==> src/include/l1_bus_macros.svh <==
// l1 bus adapter constants for widths, line size, buffer depth and burst length
`ifndef L1_BUS_MACROS_SVH
`define L1_BUS_MACROS_SVH

// physical address and bus word
`define L1B_ADDR_W 32
`define L1B_WORD_W 32

// cache line geometry
`define L1B_LINE_W 128
`define L1B_BEATS 4

// transaction id carried with each request
`define L1B_TID_W 2

// entries per cache request buffer
`define L1B_FIFO_DEPTH 2

`endif

==> src/design/l1_bus_pkg.sv <==
// l1 bus adapter types shared by the request path, sequencer and return path
`default_nettype none

`include "l1_bus_macros.svh"

package l1_bus_pkg;

  typedef logic [`L1B_ADDR_W-1:0] paddr_t;
  typedef logic [`L1B_WORD_W-1:0] word_t;
  typedef word_t [`L1B_LINE_W/`L1B_WORD_W-1:0] line_t;
  typedef logic [`L1B_WORD_W/8-1:0] sel_t;
  typedef logic [`L1B_TID_W-1:0] tid_t;
  typedef logic [$clog2(`L1B_BEATS)-1:0] beat_t;

  typedef enum logic {DC_LOAD, DC_STORE} dc_op_e;
  typedef enum logic {DC_LOAD_ACK, DC_STORE_ACK} dc_ack_e;
  typedef enum logic [1:0] {IDLE, BUS, DONE} seq_state_e;

  typedef struct packed {
    paddr_t paddr;
    tid_t   tid;
    logic   nc;
  } ic_req_t;

  // size is 0 for byte, 1 for half, 2 for word
  typedef struct packed {
    dc_op_e     op;
    paddr_t     paddr;
    logic [1:0] size;
    word_t      data;
    tid_t       tid;
  } dc_req_t;

  // port is 0 for the instruction cache, 1 for the data cache
  typedef struct packed {
    logic   port;
    logic   we;
    paddr_t adr;
    word_t  dat;
    sel_t   sel;
    logic   burst;
    tid_t   tid;
  } bus_cmd_t;

  typedef struct packed {
    tid_t  tid;
    line_t line;
  } ic_rtrn_t;

  typedef struct packed {
    dc_ack_e rtype;
    tid_t    tid;
    word_t   data;
  } dc_rtrn_t;

  // wishbone classic master outputs
  typedef struct packed {
    logic   cyc;
    logic   stb;
    logic   we;
    paddr_t adr;
    word_t  dat;
    sel_t   sel;
  } wb_req_t;

endpackage

`default_nettype wire

==> src/design/req_fifo.sv <==
// request buffer holding cache requests until the arbiter takes them
`timescale 1ns/1ps
`default_nettype none

`include "l1_bus_macros.svh"

module req_fifo #(
  parameter int unsigned WIDTH = 35
) (
  input  wire logic             clk_i,
  input  wire logic             rst_ni,
  input  wire logic             push_i,
  input  wire logic [WIDTH-1:0] data_i,
  input  wire logic             pop_i,
  output logic      [WIDTH-1:0] data_o,
  output logic                  full_o,
  output logic                  empty_o
);

  localparam int unsigned DEPTH = `L1B_FIFO_DEPTH;
  localparam int unsigned PTR_W = (DEPTH > 1) ? $clog2(DEPTH) : 1;
  localparam int unsigned CNT_W = $clog2(DEPTH + 1);

  logic [WIDTH-1:0] mem_q [DEPTH];
  logic [PTR_W-1:0] wr_ptr_q;
  logic [PTR_W-1:0] rd_ptr_q;
  logic [CNT_W-1:0] cnt_q;

  assign full_o  = (cnt_q == CNT_W'(DEPTH));
  assign empty_o = (cnt_q == '0);
  assign data_o  = mem_q[rd_ptr_q];

  always_ff @(posedge clk_i or negedge rst_ni) begin : p_ctrl
    if (!rst_ni) begin
      wr_ptr_q <= '0;
      rd_ptr_q <= '0;
      cnt_q    <= '0;
    end else begin
      if (push_i) begin
        wr_ptr_q <= (wr_ptr_q == PTR_W'(DEPTH - 1)) ? '0 : wr_ptr_q + 1'b1;
      end
      if (pop_i) begin
        rd_ptr_q <= (rd_ptr_q == PTR_W'(DEPTH - 1)) ? '0 : rd_ptr_q + 1'b1;
      end
      // simultaneous push and pop leaves the count alone
      case ({push_i, pop_i})
        2'b10:   cnt_q <= cnt_q + 1'b1;
        2'b01:   cnt_q <= cnt_q - 1'b1;
        default: cnt_q <= cnt_q;
      endcase
    end
  end

  always_ff @(posedge clk_i) begin : p_mem
    if (push_i) begin
      mem_q[wr_ptr_q] <= data_i;
    end
  end

  a_no_overflow: assert property (@(posedge clk_i) disable iff (!rst_ni) push_i |-> !full_o);
  a_no_underflow: assert property (@(posedge clk_i) disable iff (!rst_ni) pop_i |-> !empty_o);

endmodule

`default_nettype wire

==> src/design/req_arbiter.sv <==
// round-robin arbiter between the two cache buffers, building the bus command
`timescale 1ns/1ps
`default_nettype none

`include "l1_bus_macros.svh"

module req_arbiter (
  input  wire logic                 clk_i,
  input  wire logic                 rst_ni,
  input  wire l1_bus_pkg::ic_req_t  ic_head_i,
  input  wire logic                 ic_valid_i,
  input  wire l1_bus_pkg::dc_req_t  dc_head_i,
  input  wire logic                 dc_valid_i,
  output logic                      ic_pop_o,
  output logic                      dc_pop_o,
  output logic                      cmd_valid_o,
  output l1_bus_pkg::bus_cmd_t      cmd_o,
  input  wire logic                 cmd_ready_i
);

  localparam l1_bus_pkg::paddr_t WORD_MASK = ~l1_bus_pkg::paddr_t'(`L1B_WORD_W/8 - 1);
  localparam l1_bus_pkg::paddr_t LINE_MASK = ~l1_bus_pkg::paddr_t'(`L1B_LINE_W/8 - 1);

  // set when the data port won the last grant
  logic last_dc_q;
  logic pick_dc;
  logic take;

  assign pick_dc     = dc_valid_i & (~ic_valid_i | ~last_dc_q);
  assign cmd_valid_o = ic_valid_i | dc_valid_i;
  assign take        = cmd_valid_o & cmd_ready_i;
  assign ic_pop_o    = take & ~pick_dc;
  assign dc_pop_o    = take & pick_dc;

  always_ff @(posedge clk_i or negedge rst_ni) begin : p_rr
    if (!rst_ni) begin
      last_dc_q <= 1'b1;
    end else if (take) begin
      last_dc_q <= pick_dc;
    end
  end

  ////////////////////
  // command build
  ////////////////////

  always_comb begin : p_cmd
    cmd_o     = '0;
    cmd_o.sel = '1;
    if (pick_dc) begin
      cmd_o.port = 1'b1;
      cmd_o.adr  = dc_head_i.paddr & WORD_MASK;
      cmd_o.tid  = dc_head_i.tid;
      if (dc_head_i.op == l1_bus_pkg::DC_STORE) begin
        cmd_o.we  = 1'b1;
        cmd_o.dat = dc_head_i.data;
        // byte lanes from size and low address bits
        case (dc_head_i.size)
          2'b00:   cmd_o.sel = l1_bus_pkg::sel_t'(1) << dc_head_i.paddr[1:0];
          2'b01:   cmd_o.sel = l1_bus_pkg::sel_t'(3) << {dc_head_i.paddr[1], 1'b0};
          default: cmd_o.sel = '1;
        endcase
      end
    end else begin
      // cacheable refill fetches the whole line
      cmd_o.burst = ~ic_head_i.nc;
      cmd_o.adr   = ic_head_i.nc ? (ic_head_i.paddr & WORD_MASK)
                                 : (ic_head_i.paddr & LINE_MASK);
      cmd_o.tid   = ic_head_i.tid;
    end
  end

  a_one_pop: assert property (@(posedge clk_i) disable iff (!rst_ni) !(ic_pop_o && dc_pop_o));

endmodule

`default_nettype wire

==> src/design/beat_counter.sv <==
// beat counter tracking acknowledged beats of the current bus cycle
`timescale 1ns/1ps
`default_nettype none

`include "l1_bus_macros.svh"

module beat_counter (
  input  wire logic         clk_i,
  input  wire logic         rst_ni,
  input  wire logic         start_i,
  input  wire logic         burst_i,
  input  wire logic         ack_i,
  output l1_bus_pkg::beat_t beat_o,
  output logic              last_o
);

  l1_bus_pkg::beat_t beat_q;

  always_ff @(posedge clk_i or negedge rst_ni) begin : p_count
    if (!rst_ni) begin
      beat_q <= '0;
    end else if (start_i) begin
      beat_q <= '0;
    end else if (ack_i) begin
      beat_q <= beat_q + 1'b1;
    end
  end

  assign beat_o = beat_q;

  // a single transfer ends on its first beat
  assign last_o = burst_i ? (beat_q == l1_bus_pkg::beat_t'(`L1B_BEATS - 1))
                          : (beat_q == '0);

endmodule

`default_nettype wire

==> src/design/bus_sequencer.sv <==
// wishbone classic master running one bus command at a time
`timescale 1ns/1ps
`default_nettype none

`include "l1_bus_macros.svh"

module bus_sequencer (
  input  wire logic                  clk_i,
  input  wire logic                  rst_ni,
  input  wire logic                  cmd_valid_i,
  input  wire l1_bus_pkg::bus_cmd_t  cmd_i,
  output logic                       cmd_ready_o,
  output l1_bus_pkg::wb_req_t        wb_o,
  input  wire logic                  wb_ack_i,
  input  wire l1_bus_pkg::beat_t     beat_i,
  input  wire logic                  last_i,
  output logic                       start_o,
  output logic                       burst_o,
  output logic                       rd_beat_o,
  output logic                       done_o,
  output logic                       port_o,
  output l1_bus_pkg::tid_t           tid_o
);

  localparam int unsigned BYTE_SHIFT = $clog2(`L1B_WORD_W/8);

  l1_bus_pkg::seq_state_e state_d, state_q;
  l1_bus_pkg::bus_cmd_t   cmd_q;
  logic                   take;
  logic                   beat_ack;

  assign cmd_ready_o = (state_q == l1_bus_pkg::IDLE);
  assign take        = cmd_valid_i & cmd_ready_o;
  assign start_o     = take;

  ////////////////////
  // state machine
  ////////////////////

  always_comb begin : p_next
    state_d = state_q;
    case (state_q)
      l1_bus_pkg::IDLE: if (take) state_d = l1_bus_pkg::BUS;
      l1_bus_pkg::BUS:  if (beat_ack && last_i) state_d = l1_bus_pkg::DONE;
      default:          state_d = l1_bus_pkg::IDLE;
    endcase
  end

  always_ff @(posedge clk_i or negedge rst_ni) begin : p_state
    if (!rst_ni) begin
      state_q <= l1_bus_pkg::IDLE;
    end else begin
      state_q <= state_d;
    end
  end

  always_ff @(posedge clk_i) begin : p_cmd
    if (take) begin
      cmd_q <= cmd_i;
    end
  end

  ////////////////////
  // bus drive
  ////////////////////

  always_comb begin : p_wb
    wb_o.cyc = (state_q == l1_bus_pkg::BUS);
    wb_o.stb = (state_q == l1_bus_pkg::BUS);
    wb_o.we  = cmd_q.we;
    // burst address steps one word per acknowledged beat
    wb_o.adr = cmd_q.adr + (l1_bus_pkg::paddr_t'(beat_i) << BYTE_SHIFT);
    wb_o.dat = cmd_q.dat;
    wb_o.sel = cmd_q.sel;
  end

  assign beat_ack  = wb_o.stb & wb_ack_i;
  assign rd_beat_o = beat_ack & ~cmd_q.we;
  assign done_o    = beat_ack & last_i;
  assign burst_o   = cmd_q.burst;
  assign port_o    = cmd_q.port;
  assign tid_o     = cmd_q.tid;

  a_stb_cyc: assert property (@(posedge clk_i) disable iff (!rst_ni) wb_o.stb |-> wb_o.cyc);
  // stb and the beat address hold through slave wait states
  a_stb_hold: assert property (@(posedge clk_i) disable iff (!rst_ni)
    (wb_o.stb && !wb_ack_i) |=> (wb_o.stb && $stable(wb_o.adr)));
  a_take_idle: assert property (@(posedge clk_i) disable iff (!rst_ni)
    (state_q != l1_bus_pkg::IDLE) |-> !(cmd_valid_i && cmd_ready_o));

endmodule

`default_nettype wire

==> src/design/line_assembler.sv <==
// return path collecting read beats and issuing one-cycle return packets
`timescale 1ns/1ps
`default_nettype none

module line_assembler (
  input  wire logic                clk_i,
  input  wire logic                rst_ni,
  input  wire logic                rd_beat_i,
  input  wire l1_bus_pkg::beat_t   beat_i,
  input  wire l1_bus_pkg::word_t   wb_dat_i,
  input  wire logic                done_i,
  input  wire logic                we_i,
  input  wire logic                port_i,
  input  wire l1_bus_pkg::tid_t    tid_i,
  output logic                     ic_rtrn_vld_o,
  output l1_bus_pkg::ic_rtrn_t     ic_rtrn_o,
  output logic                     dc_rtrn_vld_o,
  output l1_bus_pkg::dc_rtrn_t     dc_rtrn_o
);

  l1_bus_pkg::line_t   line_q;
  l1_bus_pkg::tid_t    tid_q;
  l1_bus_pkg::dc_ack_e rtype_q;
  logic                ic_vld_q;
  logic                dc_vld_q;

  // a single word read lands in slot 0
  always_ff @(posedge clk_i) begin : p_payload
    if (rd_beat_i) begin
      line_q[beat_i] <= wb_dat_i;
    end
    if (done_i) begin
      tid_q   <= tid_i;
      rtype_q <= we_i ? l1_bus_pkg::DC_STORE_ACK : l1_bus_pkg::DC_LOAD_ACK;
    end
  end

  always_ff @(posedge clk_i or negedge rst_ni) begin : p_valid
    if (!rst_ni) begin
      ic_vld_q <= 1'b0;
      dc_vld_q <= 1'b0;
    end else begin
      ic_vld_q <= done_i & ~port_i;
      dc_vld_q <= done_i & port_i;
    end
  end

  always_comb begin : p_rtrn
    ic_rtrn_vld_o   = ic_vld_q;
    ic_rtrn_o.tid   = tid_q;
    ic_rtrn_o.line  = line_q;
    dc_rtrn_vld_o   = dc_vld_q;
    dc_rtrn_o.rtype = rtype_q;
    dc_rtrn_o.tid   = tid_q;
    dc_rtrn_o.data  = line_q[0];
  end

  a_one_rtrn: assert property (@(posedge clk_i) disable iff (!rst_ni)
    !(ic_rtrn_vld_o && dc_rtrn_vld_o));

endmodule

`default_nettype wire

==> src/design/l1_bus_adapter.sv <==
// l1 bus adapter joining instruction and data cache requests onto wishbone
`timescale 1ns/1ps
`default_nettype none

module l1_bus_adapter (
  input  wire logic                 clk_i,
  input  wire logic                 rst_ni,
  input  wire logic                 ic_req_i,
  input  wire l1_bus_pkg::ic_req_t  ic_req_data_i,
  output logic                      ic_ack_o,
  input  wire logic                 dc_req_i,
  input  wire l1_bus_pkg::dc_req_t  dc_req_data_i,
  output logic                      dc_ack_o,
  output l1_bus_pkg::wb_req_t       wb_o,
  input  wire logic                 wb_ack_i,
  input  wire l1_bus_pkg::word_t    wb_dat_i,
  output logic                      ic_rtrn_vld_o,
  output l1_bus_pkg::ic_rtrn_t      ic_rtrn_o,
  output logic                      dc_rtrn_vld_o,
  output l1_bus_pkg::dc_rtrn_t      dc_rtrn_o
);

  l1_bus_pkg::ic_req_t  ic_head;
  l1_bus_pkg::dc_req_t  dc_head;
  l1_bus_pkg::bus_cmd_t cmd;
  l1_bus_pkg::beat_t    beat;
  l1_bus_pkg::tid_t     seq_tid;
  logic ic_full, ic_empty, ic_pop;
  logic dc_full, dc_empty, dc_pop;
  logic cmd_valid, cmd_ready;
  logic start, burst, last, rd_beat, done, seq_port;

  // accept whenever the port buffer has room
  assign ic_ack_o = ic_req_i & ~ic_full;
  assign dc_ack_o = dc_req_i & ~dc_full;

  ////////////////////
  // request path
  ////////////////////

  req_fifo #(.WIDTH($bits(l1_bus_pkg::ic_req_t))) u_ic_fifo (
    .clk_i(clk_i), .rst_ni(rst_ni), .push_i(ic_ack_o), .data_i(ic_req_data_i),
    .pop_i(ic_pop), .data_o(ic_head), .full_o(ic_full), .empty_o(ic_empty)
  );

  req_fifo #(.WIDTH($bits(l1_bus_pkg::dc_req_t))) u_dc_fifo (
    .clk_i(clk_i), .rst_ni(rst_ni), .push_i(dc_ack_o), .data_i(dc_req_data_i),
    .pop_i(dc_pop), .data_o(dc_head), .full_o(dc_full), .empty_o(dc_empty)
  );

  req_arbiter u_arbiter (
    .clk_i(clk_i), .rst_ni(rst_ni),
    .ic_head_i(ic_head), .ic_valid_i(~ic_empty), .dc_head_i(dc_head), .dc_valid_i(~dc_empty),
    .ic_pop_o(ic_pop), .dc_pop_o(dc_pop),
    .cmd_valid_o(cmd_valid), .cmd_o(cmd), .cmd_ready_i(cmd_ready)
  );

  ////////////////////
  // bus and return
  ////////////////////

  beat_counter u_beats (
    .clk_i(clk_i), .rst_ni(rst_ni), .start_i(start), .burst_i(burst),
    .ack_i(wb_ack_i), .beat_o(beat), .last_o(last)
  );

  bus_sequencer u_sequencer (
    .clk_i(clk_i), .rst_ni(rst_ni),
    .cmd_valid_i(cmd_valid), .cmd_i(cmd), .cmd_ready_o(cmd_ready),
    .wb_o(wb_o), .wb_ack_i(wb_ack_i), .beat_i(beat), .last_i(last),
    .start_o(start), .burst_o(burst), .rd_beat_o(rd_beat), .done_o(done),
    .port_o(seq_port), .tid_o(seq_tid)
  );

  line_assembler u_assembler (
    .clk_i(clk_i), .rst_ni(rst_ni),
    .rd_beat_i(rd_beat), .beat_i(beat), .wb_dat_i(wb_dat_i),
    .done_i(done), .we_i(wb_o.we), .port_i(seq_port), .tid_i(seq_tid),
    .ic_rtrn_vld_o(ic_rtrn_vld_o), .ic_rtrn_o(ic_rtrn_o),
    .dc_rtrn_vld_o(dc_rtrn_vld_o), .dc_rtrn_o(dc_rtrn_o)
  );

endmodule

`default_nettype wire

==> config.mk <==
export PLATFORM = sky130hd
export DESIGN_NAME = l1_bus_adapter
export DESIGN_NICKNAME = d
export VERILOG_FILES = /design/src/design/l1_bus_pkg.sv /design/src/design/req_fifo.sv /design/src/design/req_arbiter.sv /design/src/design/beat_counter.sv /design/src/design/bus_sequencer.sv /design/src/design/line_assembler.sv /design/src/design/l1_bus_adapter.sv
export VERILOG_INCLUDE_DIRS = /design/src /design/src/include
export SDC_FILE = /design/constraint.sdc
export NUM_CORES = 1
export LEC_CHECK = 0
export ABC_AREA = 0
export BUFFER_PORTS_ARGS = -buffer_cell sky130_fd_sc_hd__buf_2
export CORE_UTILIZATION = 55
export DETAILED_ROUTE_END_ITERATION = 8
export HOLD_SLACK_MARGIN = 0.12
export PLACE_DENSITY = 0.85
export SYNTH_ARGS = -nofsm -noshare
export SYNTH_HDL_FRONTEND = slang
export SYNTH_SLANG_ARGS = --single-unit
==> constraint.sdc <==
create_clock -name clk_i -period 11.45 [get_ports clk_i]
set_input_delay 2.29 -clock clk_i [delete_from_list [all_inputs] [get_ports clk_i]]
set_output_delay 2.29 -clock clk_i [all_outputs]
set_load 0.03 [all_outputs]
==> results of run 1 <==
## metrics by stage
step,utilization,hold slack (ps)
2_1_floorplan,-,400.3
3_3_place_gp,0.6261,408.8
3_5_place_dp,0.6261,414.6
4_1_cts,0.6761,429.9
5_1_grt,0.6767,448.5
6_report,0.6770,428.4
## state kept, by name, summed over array words and instances, names as in the netlist
register                   flops
u_arbiter.last_dc_q            1
u_assembler.dc_rtrn_o         32
u_assembler.dc_rtrn_vld_o      1
u_assembler.ic_rtrn_o         96
u_assembler.ic_rtrn_vld_o      1
u_assembler.rtype_q            1
u_assembler.tid_q              2
u_beats.beat_o                 2
u_dc_fifo.cnt_q                2
u_dc_fifo.mem_q              138
u_dc_fifo.rd_ptr_q             1
u_dc_fifo.wr_ptr_q             1
u_ic_fifo.cnt_q                2
u_ic_fifo.mem_q               66
u_ic_fifo.rd_ptr_q             1
u_ic_fifo.wr_ptr_q             1
u_sequencer.burst_o            1
u_sequencer.cmd_q             30
u_sequencer.port_o             1
u_sequencer.state_q            2
u_sequencer.tid_o              2
u_sequencer.wb_o              37
## layer usage
metal | vias to the layer above | wire length [um]
met4 | 6 | 1179
met5 | - | 39
met1 | 4091 | 10870
met3 | 77 | 2711
li1 | 3899 | -
met2 | 386 | 17020
## cells by family after synthesis
group           share of synthesized area
compound gates                    0.03260
simple gates                      0.05267
other cells                     0.0002377
flops                              0.7968
xor+xnor                          0.02165
mux                               0.04196
buf+inv                           0.04648
fa+ha+maj                        0.007615
## synthesized netlist by cell type (all sizes together) (2+ instances only)
cell type  number
nand2b          3
nand4          10
xnor2          33
xor2            6
buf            92
clkbuf          8
a21oi          33
and3            4
nor2           52
nor2b          33
a21o            2
and2            8
dfrtp          14
nand3          12
ha              8
o21ai          10
inv            14
edfxtp        406
and4            2
nand2          13
a211oi         33
nor4            4
mux2i          65
nor3            4
## power groups by stage
stage                     sequential, mW  combinational, mW  clock (mW)
after detailed placement            2.44               1.45           0
after global routing                2.45               1.56        1.47
after floorplan                     2.42               1.10           0
after CTS                           2.42               1.47        1.41
after global placement              2.42               1.42           0
final                               2.42               1.45        1.39
## final timing paths
check                      slack (ps)  depth (start not counted)              endpoint            startpoint
setup / recovery                 6170                          4              dc_ack_o              dc_req_i
hold / removal                    430                          0  u_assembler.tid_q[1]  u_sequencer.tid_o[1]
setup reg to reg                 8750                          5  u_sequencer.wb_o[20]   u_arbiter.last_dc_q
hold reg to reg                   430                          0  u_assembler.tid_q[1]  u_sequencer.tid_o[1]
max in group asynchronous        9480                          1   u_arbiter.last_dc_q                rst_ni
min in group asynchronous        1670                          1    u_dc_fifo.cnt_q[0]                rst_ni
## layout make-up
cell class / count / area share
flip-flops and latches: 421 / 0.6630
clock inverters: 25 / 0.01847
inverters: 14 / 0.002837
diodes: 11 / 0.001451
repair buffers: 383 / 0.1020
well taps: 378 / 0.02494
clock buffers: 47 / 0.05529
multi-input cells: 345 / 0.1320
==> key figures, run 1 <==
Drt
  • Total number of vias: approximately 8,500
  • Vias/cell: between 5 and 6
  • Drt drc: 0
  • DR pass1 iterations: 5
  • DR WL/cell: 19.59 um
  • Initial drt markers: approximately 570
  • Routed WL: 31.82 mm
  • Final ANT Viol Nets: 0

Die
  • Die ar.: approximately 30,000 um^2
  • Die X: ~170 um
  • Rows: a little over 60
  • Core Area: ~28,000 um^2
  • # IOs: around 380
  • Starting density of the core: 0.5631
  • Die H: approximately 170 um

Layout
  • Most common cell after layout, fill and taps aside: edfxtp_1
  • Most frequent cells in the layout: 406 x edfxtp_1, 376 x buf_2, 65 x mux2i_1, 49 x nor2_1, 41 x clkbuf_16
  • Area growth, synth to finish: 20.23%
  • Non-filler cells, final: approximately 1,600
  • Share of cells above drive strength 1: 0.3733
  • Area taken by multi-input logic gates: between 2000 and 3000 um^2
  • Nets: between 1,000 and 1,500
  • Register area: 12,570 um^2
  • Fillers: between 1,500 and 2,000
  • Fin area: about 19,000 um^2

Clock network
  • CTS max path bufs: 3
  • Worst-path clk slew: approximately 60 ps
  • Post-CTS Setup Bufs: 0
  • H-tree levels: 2
  • Root buf cell: clkbuf_16
  • Clock Latency Late Sink: roughly 530 ps
  • Clock sinks: around 420
  • Post-cts sizing count: 0
  • Post-CTS Hold Fix Bufs: 0
  • CTS tree: built
  • Number of buffers created by CTS: 40

Run status
  • Status: finished, final reports clean

STA
  • Hold Vio Cnt, Final: 0
  • Fmax: between 0.15 and 0.2 GHz
  • Final setup vio count: 0
  • Worst-Margin Slew: 1146 ps
  • Slew headroom: 0.2363
  • RSZ-0062 raised after global routing: no
  • Slew Viols, Final: 0
  • Post-route worst setup slack: just over 6000 ps
  • Setup Skew: 17.91 ps
  • Setup TNS: 0 ps
  • Final min period: roughly 5300 ps
  • Period Utilization, post-route: 0.4614

Power and ir drop
  • P_sw: between 1.5 and 2 mW
  • Share of power burned in combinational logic: 0.275
  • Leakage power total: between 7 and 8 nW
  • Switching share of total power: 0.3394
  • PwrDens: roughly 280 nW/um^2
  • Power Total: 5.261 mW
  • Clock network fraction of total power: 0.265
  • Internal: 3.476 mW
  • Peak VDD IR: approximately 0.00021 V
  • Sequential share of power: 0.460

Setup path
  • Crit. End Element: output pin
  • Worst Path Required: between 9000 and 10,000 ps
  • Top delay family on crit path: buffers and inverters
  • Crit Path Class: in2out
  • CP startpoint kind: input port
  • Crit path max fanout: 4
  • Worst path most repeated cell: buf_2
  • Slowest CP cell: o21ai_0
  • Largest stage delay on the critical path: between 200 and 300 ps
  • Critical Path AT: ~3000 ps
  • Worst path bufs/invs: 3
  • Crit-path cells: buf_2 > o21ai_0 > inv_1 > buf_2

Synthesis
  • Synth top area cells: edfxtp_1 77%, mux2i_1 4.1%, buf_4 3.7%, dfrtp_1 2.2%, xnor2_1 1.8%
  • Post-synth ARST share: 0.03563
  • Seq/Total Area, Yosys: 0.7968
  • YS warnings: 0
  • Ys flop type: edfxtp_1
  • Post-synthesis sequential element count: 421
  • Synth Cell Area: 15,770 um^2
  • Yosys top cell by area: edfxtp_1
  • Number of synthesized flops with an enable pin: approximately 400
  • Synth cell types: 46
  • Synth top area share: 0.7729
  • Cells after Synth: about 880
  • Syn_area_per_cell: roughly 18 um^2

Global route
  • GRT Total Usage: 0.2100
  • Vias in the first global route: 8,182
  • Grt ovf: 0
  • Largest net degree at the start of global routing: 74
  • Met3 Use GR: 0.06558
  • First-pass GRT wire length: approximately 45 mm
  • GR Util met2: 0.3858
  • Global routing met1 resource utilization: 0.2180
  • Grt peak-use layer: met2
  • Number of antenna violations at the first check in global routing: 12

Run
  • Max Cap Viol: 0

Placement
  • Hpwl dp: 20.62 mm
  • DP Worst Slack: a little over 6000 ps
  • RePlAce Congestion: 0.7807
  • PortBufs: between 300 and 400
  • Cell Area, Placed: between 15,000 and 20,000 um^2
  • Placed cell count: between 1,500 and 2,000

Hold path
  • Min-delay worst type: reg2reg
Power figures use the tool's default switching activity.
==> run 2: changes to the inputs <==
--- a/config.mk
+++ b/config.mk
@@ -8,10 +8,10 @@
 export LEC_CHECK = 0
 export ABC_AREA = 0
 export BUFFER_PORTS_ARGS = -buffer_cell sky130_fd_sc_hd__buf_2
-export CORE_UTILIZATION = 55
+export CORE_UTILIZATION = 48
 export DETAILED_ROUTE_END_ITERATION = 8
 export HOLD_SLACK_MARGIN = 0.12
-export PLACE_DENSITY = 0.85
+export PLACE_DENSITY = 0.79
 export SYNTH_ARGS = -nofsm -noshare
 export SYNTH_HDL_FRONTEND = slang
 export SYNTH_SLANG_ARGS = --single-unit
==> constraint.sdc (replaced) <==
create_clock -name clk_i -period 4.7 [get_ports clk_i]
set_input_delay 0.94 -clock clk_i [delete_from_list [all_inputs] [get_ports clk_i]]
set_output_delay 0.94 -clock clk_i [all_outputs]
set_load 0.03 [all_outputs]
==> key figures, run 2 (synthesis gave the netlist of run 1 again) <==
Run status
  • Status: finished, final reports clean

STA
  • Hold slack: 312.0 ps (-116.4 ps)
  • Setup TNS: 0 ps (unchanged)
  • Slew Viols, Final: 0 (unchanged)
  • Final min period: 3847 ps
  • Period Utilization, post-route: 0.8185
  • Hold Vio Cnt, Final: 0 (unchanged)
  • Slew headroom: 0.2184 (-0.01789)
  • Final setup vio count: 0 (unchanged)
  • RSZ-0062 raised after global routing: no
  • Fmax: about 0.26 GHz
  • Worst-Margin Slew: 1172 ps (+26.84 ps)
  • Setup Skew: 20.07 ps (+2.165 ps)

Clock network
  • Post-CTS Hold Fix Bufs: 0 (unchanged)
  • Clock Latency Late Sink: 540 ps (about the same)
  • Post-CTS Setup Bufs: 0 (unchanged)
  • Clock sinks: 421 (unchanged)
  • Number of buffers created by CTS: 41 (+2.5%)
  • CTS tree: built
  • Worst-path clk slew: 60 ps (about the same)
  • CTS max path bufs: 3 (unchanged)
  • Root buf cell: clkbuf_16
  • H-tree levels: 2 (unchanged)
  • Post-cts sizing count: 0 (unchanged)

Global route
  • GRT Total Usage: 0.1802 (-0.02982)
  • First-pass GRT wire length: 45.08 mm (+0.43%)
  • Vias in the first global route: 8,088 (-1.1%)
  • Grt ovf: 0 (unchanged)
  • Number of antenna violations at the first check in global routing: 17 (+5)
  • Largest net degree at the start of global routing: 70 (-5.4%)

Layout
  • Fillers: 2,460 (+36%)
  • Nets: 1,355 (unchanged)
  • Number of flip-flops in the largest register: 138 (unchanged)
  • Most common cell after layout, fill and taps aside: edfxtp_1
  • Util after Layout: 0.5826 (-0.09446)
  • Non-filler cells, final: 1,693 (+4.2%)
  • Register area: 12,570 um^2 (unchanged)
  • Area growth, synth to finish: 19.86%
  • Biggest register: u_dc_fifo.mem_q
  • Share of cells above drive strength 1: 0.3703 (-0.003029)
  • Most frequent cells in the layout: 406 x edfxtp_1, 376 x buf_2, 65 x mux2i_1, 49 x nor2_1, 41 x clkbuf_16
  • Area taken by multi-input logic gates: 2506 um^2 (about the same)

Die
  • Core Area: 32,450 um^2 (+16%)
  • Die H: 183.3 um (+7.0%)
  • Die ar.: 33,590 um^2 (+14%)
  • # IOs: 381 (unchanged)
  • Starting density of the core: 0.4860 (-0.07710)
  • Rows: 66 (+8.2%)
  • Die X: 183.3 um (+7.0%)

Setup path
  • Worst Path Required: 3760 ps (-5400 ps)
  • Top delay family on crit path: adder cells
  • Largest stage delay on the critical path: 490 ps (+240 ps)
  • Crit path max fanout: 10 (+6)
  • Slowest CP cell: fa_1
  • Critical Path AT: 2910 ps (-80 ps)
  • CP startpoint kind: flip-flop
  • Crit. End Element: output pin
  • Worst path bufs/invs: 2 (-1)
  • Crit Path Class: reg2out
  • Crit-path cells: ha_1 > inv_1 > fa_1 > nor3_4 > nand4_1 > xnor2_1 > buf_2

Drt
  • DR pass1 iterations: 4 (-1)
  • Routed WL: 31.11 mm (-2.2%)
  • DR WL/cell: 18.37 um (-6.2%)
  • Total number of vias: 8,464 (+0.059%)
  • Drt drc: 0 (unchanged)
  • Vias/cell: 4.999 (-4.0%)
  • Final ANT Viol Nets: 0 (unchanged)
  • Initial drt markers: 452 (-21%)

Placement
  • PortBufs: 376 (unchanged)
  • RePlAce Congestion: 0.7472 (-4.3%)
  • Hpwl dp: 20.84 mm (+1.1%)
  • Placed cell count: 1,604 (+4.1%)

Run
  • Max Cap Viol: 0 (unchanged)

Hold path
  • Min-delay worst type: in2async

Power and ir drop
  • PwrDens: 656.8 nW/um^2 (+140%)
  • Leakage power total: 7.090 nW (-1.1%)
  • Peak VDD IR: 0.0004621 V (+130%)
-- run 2: cell count changes in the layout (fill, tap and decap cells not counted), sizes merged --
cell      delta
clkinv       +6
inv          -1
bufinv       -7
clkinvlp     +1
clkbuf       +4
buf          -1
diode        +3
-- run 2: layout make-up --
cell class	instances	area share
antenna	14	0.001853
multi-input combinational	345	0.1326
inverter	14	0.002846
tap	442	0.02925
clock inverter	24	0.01032
sequential	421	0.6650
clock buffer	51	0.05625
timing repair buffer	382	0.1019
-- run 2: final timing paths --
check | end | start | slack, ps | cells past startpoint
worst max-delay path | wb_o[64] | u_beats.beat_o[0] | 850 | 7
worst min-delay path | u_beats.beat_o[0] | rst_ni | 310 | 1
worst max register to register | u_sequencer.wb_o[35] | u_dc_fifo.rd_ptr_q | 2260 | 3
worst min register to register | u_assembler.ic_rtrn_vld_o | u_sequencer.port_o | 440 | 1
max in group asynchronous | u_arbiter.last_dc_q | rst_ni | 4080 | 1
min in group clk_i | u_assembler.ic_rtrn_vld_o | u_sequencer.port_o | 440 | 1
-- run 2: power breakdown --
| group | switching (mW) | internal, mW |
|---|---|---|
| Clock | 1.31 | 1.73 |
| Sequential | 0.539 | 5.32 |
| Combinational | 2.46 | 1.05 |
| Total | 4.32 | 8.10 |
-- run 2: per-stage QoR --
stage / setup WS, ps / instance area [um^2] / power, mW
2_1_floorplan: 169.9 / 15780 / 8.595
3_3_place_gp: 1474 / 17610 / 9.380
3_5_place_dp: 1444 / 17610 / 9.486
4_1_cts: 826.2 / 18870 / 12.53
5_1_grt: 674.4 / 18890 / 12.99
6_report: 853.2 / 18910 / 12.42
-- run 2: layer usage --
metal  up-vias  GRT usage  wire (um)
li1       3920          -          -
met1      4119     0.2024      11550
met2       364     0.3275      16440
met3        57    0.04905       2365
met4         4    0.06400        724
met5         -          0         21
-- run 2: worst reg2reg max path, stage by stage (launching register included) --
cell      delay [ps]
dfrtp_4          820
nand2b_1         250
a21o_1           900
nor2_1           170
